File: config.mk
export PLATFORM = sky130hd
export DESIGN_NAME = align_buffer
export DESIGN_NICKNAME = d
export VERILOG_FILES = /design/src/logic/abuf_pkg.sv /design/src/logic/line_lookup_if.sv /design/src/logic/refill_if.sv /design/src/logic/abuf_tag_store.sv /design/src/logic/abuf_parcel_banks.sv /design/src/logic/abuf_refill_ctrl.sv /design/src/logic/abuf_instr_assemble.sv /design/src/logic/align_buffer.sv
export SDC_FILE = /design/constraint.sdc
export NUM_CORES = 1
export LEC_CHECK = 0
export BUFFER_PORTS_ARGS = -buffer_cell sky130_fd_sc_hd__clkbuf_2
export CAP_MARGIN = 20
export CORE_UTILIZATION = 49
export DETAILED_ROUTE_END_ITERATION = 16
export GPL_TIMING_DRIVEN = 0
export PLACE_DENSITY = 0.72
export SLEW_MARGIN = 20
export SYNTH_ARGS = -nofsm -noshare
export SYNTH_HDL_FRONTEND = slang
export SYNTH_SLANG_ARGS = --single-unit
File: constraint.sdc
create_clock -name clk_i -period 33.4 [get_ports clk_i]
set_input_delay 6.68 -clock clk_i [delete_from_list [all_inputs] [get_ports clk_i]]
set_output_delay 6.68 -clock clk_i [all_outputs]
set_load 0.02 [all_outputs]
File: src/logic/abuf_pkg.sv
`default_nettype none

package abuf_pkg;

  // ==========================================================
  // Datapath widths
  // ==========================================================

  // One instruction parcel, a compressed instruction or half of a full one
  localparam int PARCEL_BITS = 16;

  // Memory word, split into an even (low) and an odd (high) parcel
  localparam int WORD_BITS = 32;

  // Assembled instruction window returned to the fetcher
  localparam int INSTR_BITS = 32;

  // ==========================================================
  // Refill FSM
  // ==========================================================

  // RF_SECOND marks a double miss with the first line already written
  typedef enum logic [0:0] {
    RF_IDLE   = 1'b0,
    RF_SECOND = 1'b1
  } refill_state_e;

endpackage

`default_nettype wire

File: src/logic/line_lookup_if.sv
`default_nettype none

// Lookup result for the line of the fetch address and the line after it
interface line_lookup_if #(
  parameter int IDX_W  = 2,
  parameter int WSEL_W = 2
) ();

  // Set index of the line holding the fetch address
  logic [IDX_W-1:0]  cur_idx;
  // Set index of the line supplying the even parcel
  logic [IDX_W-1:0]  nxt_idx;
  // Misses, only ever high while a fetch is requested
  logic              cur_miss;
  logic              nxt_miss;
  // Word within the line and halfword within the word
  logic [WSEL_W-1:0] word_sel;
  logic              half_sel;
  // Fetch address sits on the last halfword of a line
  logic              line_cross;

  // Tag store side
  modport source (
    output cur_idx, nxt_idx, cur_miss, nxt_miss, word_sel, half_sel, line_cross
  );

  // Banks, refill control and assembler
  modport sink (
    input cur_idx, nxt_idx, cur_miss, nxt_miss, word_sel, half_sel, line_cross
  );

endinterface

`default_nettype wire

File: src/logic/refill_if.sv
`default_nettype none

// Fill enables and refill status from the refill control
interface refill_if
  import abuf_pkg::*;
();

  // Write the response line into the cur line slot
  logic          fill_cur;
  // Write the response line into the nxt line slot
  logic          fill_nxt;
  // Memory response pulse
  logic          res_valid;
  // Current refill FSM state
  refill_state_e state;

  // Refill control side
  modport source (output fill_cur, fill_nxt, res_valid, state);

  // Tag store, banks and assembler
  modport sink (input fill_cur, fill_nxt, res_valid, state);

endinterface

`default_nettype wire

File: src/logic/abuf_tag_store.sv
`default_nettype none

module abuf_tag_store
  import abuf_pkg::*;
#(
  parameter int CACHE_BITS = 512,
  parameter int BLK_BITS   = 128,
  parameter int XLEN       = 32
) (
  input  wire              clk_i,
  input  wire              reset_i,
  input  wire              flush_i,
  input  wire              fetch_valid_i,
  input  wire [XLEN-1:0]   fetch_addr_i,
  line_lookup_if.source    lookup,
  refill_if.sink           refill
);

  // Geometry derived from capacity and line size
  localparam int NUM_SET = CACHE_BITS / BLK_BITS;
  localparam int IDX_W   = $clog2(NUM_SET);
  localparam int OFF_W   = $clog2(BLK_BITS / 8);
  localparam int TAG_W   = XLEN - IDX_W - OFF_W;
  localparam int WSEL_W  = $clog2(BLK_BITS / WORD_BITS);

  logic [TAG_W-1:0]  tag_q [NUM_SET];
  logic [NUM_SET-1:0] tag_vld_q;

  logic [IDX_W-1:0]  cur_idx;
  logic [IDX_W-1:0]  nxt_idx;
  logic              idx_wrap;
  logic [TAG_W-1:0]  cur_tag;
  logic [TAG_W-1:0]  nxt_tag;
  logic [WSEL_W-1:0] word_sel;
  logic              half_sel;
  logic              line_cross;
  logic              cur_hit;
  logic              nxt_hit;

  // ==========================================================
  // Address decode
  // ==========================================================

  always_comb begin
    half_sel   = fetch_addr_i[1];
    word_sel   = fetch_addr_i[OFF_W-1:2];
    // Last halfword of the line, the upper parcel lives in the next line
    line_cross = &{word_sel, half_sel};

    cur_idx = fetch_addr_i[IDX_W+OFF_W-1:OFF_W];
    cur_tag = fetch_addr_i[XLEN-1:IDX_W+OFF_W];

    // Next line index, a wrap past the last set bumps the tag
    {idx_wrap, nxt_idx} = {1'b0, cur_idx} + (IDX_W + 1)'(line_cross);
    nxt_tag = idx_wrap ? cur_tag + 1'b1 : cur_tag;
  end

  // ==========================================================
  // Tag compare
  // ==========================================================

  assign cur_hit = tag_vld_q[cur_idx] && (tag_q[cur_idx] == cur_tag);
  assign nxt_hit = tag_vld_q[nxt_idx] && (tag_q[nxt_idx] == nxt_tag);

  assign lookup.cur_idx    = cur_idx;
  assign lookup.nxt_idx    = nxt_idx;
  assign lookup.cur_miss   = fetch_valid_i && !cur_hit;
  assign lookup.nxt_miss   = fetch_valid_i && !nxt_hit;
  assign lookup.word_sel   = word_sel;
  assign lookup.half_sel   = half_sel;
  assign lookup.line_cross = line_cross;

  // ==========================================================
  // Tag RAM update
  // ==========================================================

  // Valid bits, cleared on reset and flush
  always_ff @(posedge clk_i) begin
    if (reset_i || flush_i) begin
      tag_vld_q <= '0;
    end else if (refill.fill_cur) begin
      tag_vld_q[cur_idx] <= 1'b1;
    end else if (refill.fill_nxt) begin
      tag_vld_q[nxt_idx] <= 1'b1;
    end
  end

  // Tag storage itself
  always_ff @(posedge clk_i) begin
    if (refill.fill_cur) begin
      tag_q[cur_idx] <= cur_tag;
    end else if (refill.fill_nxt) begin
      tag_q[nxt_idx] <= nxt_tag;
    end
  end

endmodule

`default_nettype wire

File: src/logic/abuf_parcel_banks.sv
`default_nettype none

module abuf_parcel_banks
  import abuf_pkg::*;
#(
  parameter int CACHE_BITS = 512,
  parameter int BLK_BITS   = 128
) (
  input  wire                                      clk_i,
  line_lookup_if.sink                              lookup,
  refill_if.sink                                   refill,
  input  wire [BLK_BITS-1:0]                       mem_res_blk_i,
  output logic [BLK_BITS/WORD_BITS-1:0][PARCEL_BITS-1:0] even_parcels_o,
  output logic [BLK_BITS/WORD_BITS-1:0][PARCEL_BITS-1:0] odd_parcels_o
);

  localparam int NUM_SET   = CACHE_BITS / BLK_BITS;
  localparam int IDX_W     = $clog2(NUM_SET);
  localparam int NUM_WORDS = BLK_BITS / WORD_BITS;

  // One RAM per word position in each bank
  logic [PARCEL_BITS-1:0] even_ram [NUM_WORDS][NUM_SET];
  logic [PARCEL_BITS-1:0] odd_ram  [NUM_WORDS][NUM_SET];

  logic [NUM_WORDS-1:0][WORD_BITS-1:0] res_words;
  logic                                wr_en;
  logic [IDX_W-1:0]                    wr_idx;

  // Response line viewed as words
  assign res_words = mem_res_blk_i;

  assign wr_en = refill.fill_cur || refill.fill_nxt;

  // Both banks take the index of the line being filled
  assign wr_idx = refill.fill_cur ? lookup.cur_idx : lookup.nxt_idx;

  // ==========================================================
  // Bank write and read
  // ==========================================================

  for (genvar w = 0; w < NUM_WORDS; w++) begin : gen_word
    // Low halfword to the even bank, high halfword to the odd bank
    always_ff @(posedge clk_i) begin
      if (wr_en) begin
        even_ram[w][wr_idx] <= res_words[w][PARCEL_BITS-1:0];
        odd_ram[w][wr_idx]  <= res_words[w][WORD_BITS-1:PARCEL_BITS];
      end
    end

    // Even parcels from the nxt line
    assign even_parcels_o[w] = even_ram[w][lookup.nxt_idx];
    // Odd parcels from the cur line
    assign odd_parcels_o[w]  = odd_ram[w][lookup.cur_idx];
  end

endmodule

`default_nettype wire

File: src/logic/abuf_refill_ctrl.sv
`default_nettype none

module abuf_refill_ctrl
  import abuf_pkg::*;
#(
  parameter int BLK_BITS = 128,
  parameter int XLEN     = 32
) (
  input  wire              clk_i,
  input  wire              reset_i,
  input  wire              flush_i,
  input  wire [XLEN-1:0]   fetch_addr_i,
  input  wire              mem_res_valid_i,
  line_lookup_if.sink      lookup,
  refill_if.source         refill,
  output logic             mem_req_valid_o,
  output logic [XLEN-1:0]  mem_req_addr_o
);

  // Line size in bytes, also the step to the next line
  localparam logic [XLEN-1:0] LINE_BYTES = XLEN'(BLK_BITS / 8);

  refill_state_e state_q;
  refill_state_e state_d;

  logic            double_miss;
  logic            any_miss;
  logic [XLEN-1:0] line_base;

  assign any_miss    = lookup.cur_miss || lookup.nxt_miss;
  // Both lines of a line-crossing fetch are absent
  assign double_miss = lookup.line_cross && lookup.cur_miss && lookup.nxt_miss;

  // ==========================================================
  // Refill FSM
  // ==========================================================

  always_comb begin
    state_d = state_q;
    case (state_q)
      RF_IDLE: begin
        // First line of a double miss arrives, second still to come
        if (mem_res_valid_i && double_miss) begin
          state_d = RF_SECOND;
        end
      end
      RF_SECOND: begin
        if (mem_res_valid_i) begin
          state_d = RF_IDLE;
        end
      end
      default: state_d = RF_IDLE;
    endcase
  end

  always_ff @(posedge clk_i) begin
    if (reset_i || flush_i) begin
      state_q <= RF_IDLE;
    end else begin
      state_q <= state_d;
    end
  end

  // ==========================================================
  // Memory request
  // ==========================================================

  // Level request, dropped in the response cycle
  assign mem_req_valid_o = any_miss && !mem_res_valid_i;

  assign line_base = fetch_addr_i & ~(LINE_BYTES - 1'b1);

  // Next line once cur is present, cur line base otherwise
  always_comb begin
    if (state_q == RF_SECOND || (!lookup.cur_miss && lookup.nxt_miss)) begin
      mem_req_addr_o = line_base + LINE_BYTES;
    end else begin
      mem_req_addr_o = line_base;
    end
  end

  // Fill enables, cur line always first
  assign refill.fill_cur  = mem_res_valid_i && lookup.cur_miss;
  assign refill.fill_nxt  = mem_res_valid_i && !lookup.cur_miss && lookup.nxt_miss;
  assign refill.res_valid = mem_res_valid_i;
  assign refill.state     = state_q;

endmodule

`default_nettype wire

File: src/logic/abuf_instr_assemble.sv
`default_nettype none

module abuf_instr_assemble
  import abuf_pkg::*;
#(
  parameter int BLK_BITS = 128
) (
  input  wire                                            fetch_valid_i,
  line_lookup_if.sink                                    lookup,
  refill_if.sink                                         refill,
  input  wire [BLK_BITS/WORD_BITS-1:0][PARCEL_BITS-1:0]  even_parcels_i,
  input  wire [BLK_BITS/WORD_BITS-1:0][PARCEL_BITS-1:0]  odd_parcels_i,
  input  wire [BLK_BITS-1:0]                             mem_res_blk_i,
  output logic                                           instr_valid_o,
  output logic [INSTR_BITS-1:0]                          instr_o,
  output logic                                           instr_miss_o,
  output logic                                           waiting_second_o
);

  localparam int NUM_WORDS = BLK_BITS / WORD_BITS;
  localparam int WSEL_W    = $clog2(NUM_WORDS);

  logic [NUM_WORDS-1:0][WORD_BITS-1:0] res_words;
  logic [WSEL_W-1:0]                   even_word;
  logic [PARCEL_BITS-1:0]              even_parcel;
  logic [PARCEL_BITS-1:0]              odd_parcel;
  logic                                any_miss;
  logic                                first_of_double;

  assign res_words = mem_res_blk_i;

  // ==========================================================
  // Parcel select
  // ==========================================================

  // Even parcel sits one word up on a halfword address, word 0 of next line on a crossing
  assign even_word = lookup.line_cross ? '0 : lookup.word_sel + WSEL_W'(lookup.half_sel);

  always_comb begin
    // Odd parcel
    if (refill.res_valid && lookup.cur_miss) begin
      odd_parcel = res_words[lookup.word_sel][WORD_BITS-1:PARCEL_BITS];
    end else begin
      odd_parcel = odd_parcels_i[lookup.word_sel];
    end

    // Even parcel
    if (refill.res_valid && lookup.nxt_miss) begin
      even_parcel = res_words[even_word][PARCEL_BITS-1:0];
    end else begin
      even_parcel = even_parcels_i[even_word];
    end
  end

  // Halfword order follows address bit 1
  assign instr_o = lookup.half_sel ? {even_parcel, odd_parcel} : {odd_parcel, even_parcel};

  // ==========================================================
  // Valid and status
  // ==========================================================

  assign any_miss = lookup.cur_miss || lookup.nxt_miss;

  // First response of a double miss only fills the cur line
  assign first_of_double = (refill.state == RF_IDLE) && lookup.line_cross &&
                           lookup.cur_miss && lookup.nxt_miss;

  always_comb begin
    if (fetch_valid_i && !any_miss) begin
      // Both lines hit
      instr_valid_o = 1'b1;
    end else begin
      // Response that completes the last missing line
      instr_valid_o = refill.res_valid && any_miss && !first_of_double;
    end
  end

  assign instr_miss_o     = any_miss;
  assign waiting_second_o = (refill.state == RF_SECOND);

endmodule

`default_nettype wire

File: src/logic/align_buffer.sv
`default_nettype none

module align_buffer
  import abuf_pkg::*;
#(
  parameter int CACHE_BITS = 512,
  parameter int BLK_BITS   = 128,
  parameter int XLEN       = 32
) (
  input  wire                   clk_i,
  input  wire                   reset_i,
  input  wire                   flush_i,
  // Fetch request
  input  wire                   fetch_valid_i,
  input  wire [XLEN-1:0]        fetch_addr_i,
  // Memory request
  output logic                  mem_req_valid_o,
  output logic [XLEN-1:0]       mem_req_addr_o,
  // Memory response
  input  wire                   mem_res_valid_i,
  input  wire [BLK_BITS-1:0]    mem_res_blk_i,
  // Instruction out
  output logic                  instr_valid_o,
  output logic [INSTR_BITS-1:0] instr_o,
  output logic                  instr_miss_o,
  output logic                  waiting_second_o
);

  localparam int NUM_SET   = CACHE_BITS / BLK_BITS;
  localparam int IDX_W     = $clog2(NUM_SET);
  localparam int NUM_WORDS = BLK_BITS / WORD_BITS;
  localparam int WSEL_W    = $clog2(NUM_WORDS);

  // Bank parcels toward the assembler
  logic [NUM_WORDS-1:0][PARCEL_BITS-1:0] even_parcels;
  logic [NUM_WORDS-1:0][PARCEL_BITS-1:0] odd_parcels;

  line_lookup_if #(.IDX_W(IDX_W), .WSEL_W(WSEL_W)) lookup_bus ();
  refill_if refill_bus ();

  // ==========================================================
  // Lookup and storage
  // ==========================================================

  abuf_tag_store #(
    .CACHE_BITS (CACHE_BITS),
    .BLK_BITS   (BLK_BITS),
    .XLEN       (XLEN)
  ) tag_store_inst (
    .clk_i         (clk_i),
    .reset_i       (reset_i),
    .flush_i       (flush_i),
    .fetch_valid_i (fetch_valid_i),
    .fetch_addr_i  (fetch_addr_i),
    .lookup        (lookup_bus.source),
    .refill        (refill_bus.sink)
  );

  abuf_parcel_banks #(
    .CACHE_BITS (CACHE_BITS),
    .BLK_BITS   (BLK_BITS)
  ) parcel_banks_inst (
    .clk_i          (clk_i),
    .lookup         (lookup_bus.sink),
    .refill         (refill_bus.sink),
    .mem_res_blk_i  (mem_res_blk_i),
    .even_parcels_o (even_parcels),
    .odd_parcels_o  (odd_parcels)
  );

  // ==========================================================
  // Refill and output
  // ==========================================================

  abuf_refill_ctrl #(
    .BLK_BITS (BLK_BITS),
    .XLEN     (XLEN)
  ) refill_ctrl_inst (
    .clk_i           (clk_i),
    .reset_i         (reset_i),
    .flush_i         (flush_i),
    .fetch_addr_i    (fetch_addr_i),
    .mem_res_valid_i (mem_res_valid_i),
    .lookup          (lookup_bus.sink),
    .refill          (refill_bus.source),
    .mem_req_valid_o (mem_req_valid_o),
    .mem_req_addr_o  (mem_req_addr_o)
  );

  abuf_instr_assemble #(
    .BLK_BITS (BLK_BITS)
  ) instr_assemble_inst (
    .fetch_valid_i    (fetch_valid_i),
    .lookup           (lookup_bus.sink),
    .refill           (refill_bus.sink),
    .even_parcels_i   (even_parcels),
    .odd_parcels_i    (odd_parcels),
    .mem_res_blk_i    (mem_res_blk_i),
    .instr_valid_o    (instr_valid_o),
    .instr_o          (instr_o),
    .instr_miss_o     (instr_miss_o),
    .waiting_second_o (waiting_second_o)
  );

endmodule

`default_nettype wire

==> results by stage <==
CTS:
- The clock slew seen by the registers of the worst setup and hold paths is 0.06 ns.
- The post-CTS resize count is 0.
- Buffers inserted during clock tree synthesis total 66.
- The maximum root-to-sink buffer count is 3.
- The number of hold buffers added after cts is 0.
- The number of clock sinks seen by CTS is 621.
- In this run the number of H-tree levels came out at 3.
- For the worst-skew pair, the clock arrives at the later sink with an insertion delay of 0.61 ns.
- In this run the clock root is driven by a sky130_fd_sc_hd__clkbuf_16.
- The clock tree from TritonCTS is built.
- The post-CTS setup repair buffer count is 0.

Final layout:
- The number of fill cells in the layout is 4096.
- The number of nets in the layout is 1940.
- Relative to the synthesized area, the layout overhead comes to 18.1%.
- The total non-filler cell area in the finished layout is 33200 um^2.
- The proportion of layout cells with a drive suffix above 1 is 41.0%.

Yosys:
- The most common flop cell mapped by yosys is sky130_fd_sc_hd__edfxtp_1.
- The average size of a mapped cell is 19.7 um^2.
- The top cell type by area accounts for 65.8% of the synthesized area.
- The number of synthesized flops with an enable pin is 616.
- The commonest cells after synthesis are 616 x sky130_fd_sc_hd__edfxtp_1, 236 x sky130_fd_sc_hd__mux4_2, 91 x sky130_fd_sc_hd__xnor2_1.
- The cell type with the highest aggregate area in the netlist is sky130_fd_sc_hd__edfxtp_1.
- The cell count after synthesis is 1424.
- Yosys printed 0 warnings.
- The synthesized design contains 621 register bits.
- The netlist uses 71 different library cells.
- The synthesized area is 28100 um^2.
- The most instantiated library cell after synthesis is sky130_fd_sc_hd__edfxtp_1.
- Of all flip-flops after synthesis, the portion carrying an async set or reset was 0%.
- Of the synthesized area, sequential elements account for 66.2%.
- Yosys attributes the largest share of cell area to sky130_fd_sc_hd__edfxtp_1 66%, sky130_fd_sc_hd__mux4_2 19%, sky130_fd_sc_hd__xnor2_1 2.8%.

STA:
- The setup total negative slack is 0 ns.
- The number of setup violations in the final report is 0.
- The portion of the clock cycle consumed by the worst path in the final layout is 57.3%.
- The number of failing hold endpoints at the final stage was 0.
- The worst pin sits at a relative slew slack of 22.3%.
- The max-slew violation count came to 0.
- Setup repair after global routing left no endpoint under its margin.
- The actual transition at the worst max-transition pin is 1.17 ns.
- Timing would allow up to 0.0523 GHz.
- On the final layout, the worst clock skew is 0.0193 ns.
- The smallest clock period supported by the final layout is computed as 19.12 ns.

Pwr:
- For this design the ratio of total power to cell area is 55.5 nW/um^2.
- The largest vdd supply drop is 0.0000604 V.
- The analysis attributes to cell leakage a power of 11.0 nW.

Global routing:
- The largest net degree at the start of global routing is 15.
- The number of antenna violations at the first check in global routing was 18.
- Summed over all layers, the global routing overflow is 0.
- The via count of the first global-routing pass is 16400.
- The aggregate global-route resource usage is 26.4%.
- The first global-routing pass estimated 109 mm of wire.

Die:
- The die covers 58300 um^2.
- In this run the vertical extent of the chip is 241 um.
- Once the floorplan was initialized, standard cells occupied 49.7% of the core.
- The area of the core region is 56500 um^2.
- The number of top-level pins is 233.
- The die outline width is 241 um.
- In this run the core area contains 87 standard-cell rows.

Critical path:
- The endpoint of the worst register-to-register path is parcel_banks_inst.odd_ram[2][7]$_DFFE_PP_.
- The launching element type of the critical path is an input pin.
- The logic depth of the worst register-to-register path is 16.
- The data arrival time of the critical path is 12.44 ns.
- For the worst setup path, the data required time is 26.72 ns.
- The path type of the worst setup path is input pin to output port.
- STA classifies the critical path endpoint as an output port.
- The launching point of the worst reg2reg path is tag_store_inst.tag_q[3][9]$_DFFE_PP_.
- The flop-to-flop setup slack is 27.86 ns.
- The maximum net fanout on the critical path is 10.

Routing:
- The mean routed wirelength per cell is 29.0 um.
- The remaining number of nets flagged by the antenna check after routing is 0.
- In the routed layout, each cell is associated on average with a via count of 6.24.
- The routed layout has 16100 vias.
- The final wirelength is 74.9 mm.
- The number of DRC violations after detailed-routing iteration 0 is 1811.
- In the routed design, unresolved DRC markers number 0.
- The number of detailed-route iterations in the first pass is 7.

Hold path:
- The endpoint with the worst hold slack is tag_store_inst.tag_vld_q[2]$_SDFFE_PP0P_.
- The startpoint of the most critical hold path is tag_store_inst.tag_vld_q[2]$_SDFFE_PP0P_.
- The cell depth of the worst hold path is 2.
- The type of the most critical hold path is flip-flop to flip-flop.

Run status:
- The run finished with clean final reports.

Placed design:
- The cell area reported after detailed placement is 31000 um^2.
- At the end of routability-driven placement, the weighted congestion stood at 0.952.
- The count of input and output buffers is 212.
- The half-perimeter wire length after detailed placement is 52.7 mm.

Flow run:
- Across the run, the number of max-cap violations was 0.
[critical path: stages]
cell	delay, ns
sky130_fd_sc_hd__clkbuf_2	0.16
sky130_fd_sc_hd__ha_1	0.23
sky130_fd_sc_hd__ha_1	0.29
sky130_fd_sc_hd__ha_1	0.23
sky130_fd_sc_hd__ha_1	0.41
sky130_fd_sc_hd__buf_2	0.37
sky130_fd_sc_hd__buf_1	0.72
sky130_fd_sc_hd__mux4_2	0.44
sky130_fd_sc_hd__xnor2_1	0.29
sky130_fd_sc_hd__o311ai_0	0.20
sky130_fd_sc_hd__o31ai_1	0.13
sky130_fd_sc_hd__nand4_1	0.24
sky130_fd_sc_hd__nor4_4	0.59
sky130_fd_sc_hd__or2_1	0.24
sky130_fd_sc_hd__buf_6	0.19
sky130_fd_sc_hd__buf_12	0.18
sky130_fd_sc_hd__mux2_4	0.35
sky130_fd_sc_hd__mux2_2	0.31
sky130_fd_sc_hd__clkbuf_2	0.17
[cells by family (layout without fill, tap and decap cells)]
logic type,after synthesis,in the layout,share of synthesized area [%]
DFF,621,621,66.2
muxes,322,322,22.4
and+or+nand+nor,182,182,3.75
buffers and inverters,114,503,1.97
xor gates and xnor gates,107,107,3.46
AOI/OAI and AO/OA,68,68,1.82
adders and majority gates,9,9,0.401
other,1,11,0.0133
[where the power goes]
group | switching (W) | internal (W)
combinational | 0.000126 | 0.000102
clock | 0.000300 | 0.000425
sequential | 0.00000666 | 0.000883
total | 0.000433 | 0.00141
[stage by stage]
stage	instances	hold slack (ns)	total power, W	util, %	setup WS, ns
after global placement	2395	0.520	0.00113	53.3	5.45
after global routing	2577	0.583	0.00189	58.8	14.16
after CTS	2572	0.559	0.00185	58.7	14.37
after detailed placement	2454	0.545	0.00113	54.9	14.41
after floorplan	1427	0.505	0.00105	-	14.68
final	2579	0.563	0.00184	58.8	14.28
[final cells by class]
class | count | area [um^2] | share of cell area, %
clock inverters | 38 | 368 | 1.11
flip-flops and latches | 621 | 18600 | 56.0
diodes | 7 | 17.5 | 0.0528
multi-input cells | 692 | 9070 | 27.3
clock buffers | 80 | 1770 | 5.33
repair buffers | 271 | 1860 | 5.60
inverters | 8 | 30.0 | 0.0905
well taps | 756 | 946 | 2.85
plain buffers | 106 | 543 | 1.64
[registers in the layout, indices dropped and copies added (netlist names)]
| register | cells |
|---|---|
| tag_store_inst.tag_vld_q | 4 |
| parcel_banks_inst.even_ram | 256 |
| parcel_banks_inst.odd_ram | 256 |
| tag_store_inst.tag_q | 104 |
| refill_ctrl_inst.refill.state | 1 |
[how the worst max path moves through the flow]
stage                               start                                         end  slack [ns]  depth (start not counted)
final                     fetch_addr_i[1]                                  instr_o[9]       14.28                         19
after global routing      fetch_addr_i[1]                                  instr_o[9]       14.16                         19
after CTS                 fetch_addr_i[1]                                  instr_o[9]       14.37                         19
after detailed placement  fetch_addr_i[1]                                  instr_o[9]       14.41                         19
after global placement    fetch_addr_i[4]   parcel_banks_inst.odd_ram[1][6]$_DFFE_PP_        5.45                         12
after floorplan           fetch_addr_i[4]  parcel_banks_inst.even_ram[0][0]$_DFFE_PP_       14.68                         11
[metal layers]
metal  GRT usage (%)  vias to the layer above  share of wire [%]
met5               0                        -               0.20
met3            6.48                      120                8.9
met4            8.73                       24                2.7
met1            35.5                     8477                 39
met2            42.5                      781                 49
li1                -                     6694                  -
[placed cells by master, fill, tap and decap left out, types with 8 or more instances in the layout]
master	count
sky130_fd_sc_hd__a21oi_1	8
sky130_fd_sc_hd__buf_1	9
sky130_fd_sc_hd__buf_2	32
sky130_fd_sc_hd__buf_4	10
sky130_fd_sc_hd__buf_6	32
sky130_fd_sc_hd__buf_8	29
sky130_fd_sc_hd__clkbuf_1	50
sky130_fd_sc_hd__clkbuf_16	69
sky130_fd_sc_hd__clkbuf_2	223
sky130_fd_sc_hd__clkinv_1	18
sky130_fd_sc_hd__edfxtp_1	616
sky130_fd_sc_hd__ha_1	9
sky130_fd_sc_hd__inv_1	8
sky130_fd_sc_hd__mux2_2	56
sky130_fd_sc_hd__mux2_4	10
sky130_fd_sc_hd__mux2i_1	20
sky130_fd_sc_hd__mux4_2	236
sky130_fd_sc_hd__nand2_1	39
sky130_fd_sc_hd__nand3_1	33
sky130_fd_sc_hd__nand4_1	33
sky130_fd_sc_hd__nor2_1	15
sky130_fd_sc_hd__o21ai_0	8
sky130_fd_sc_hd__o31ai_4	8
sky130_fd_sc_hd__xnor2_1	91
sky130_fd_sc_hd__xor2_1	13
Power figures use the tool's default switching activity.
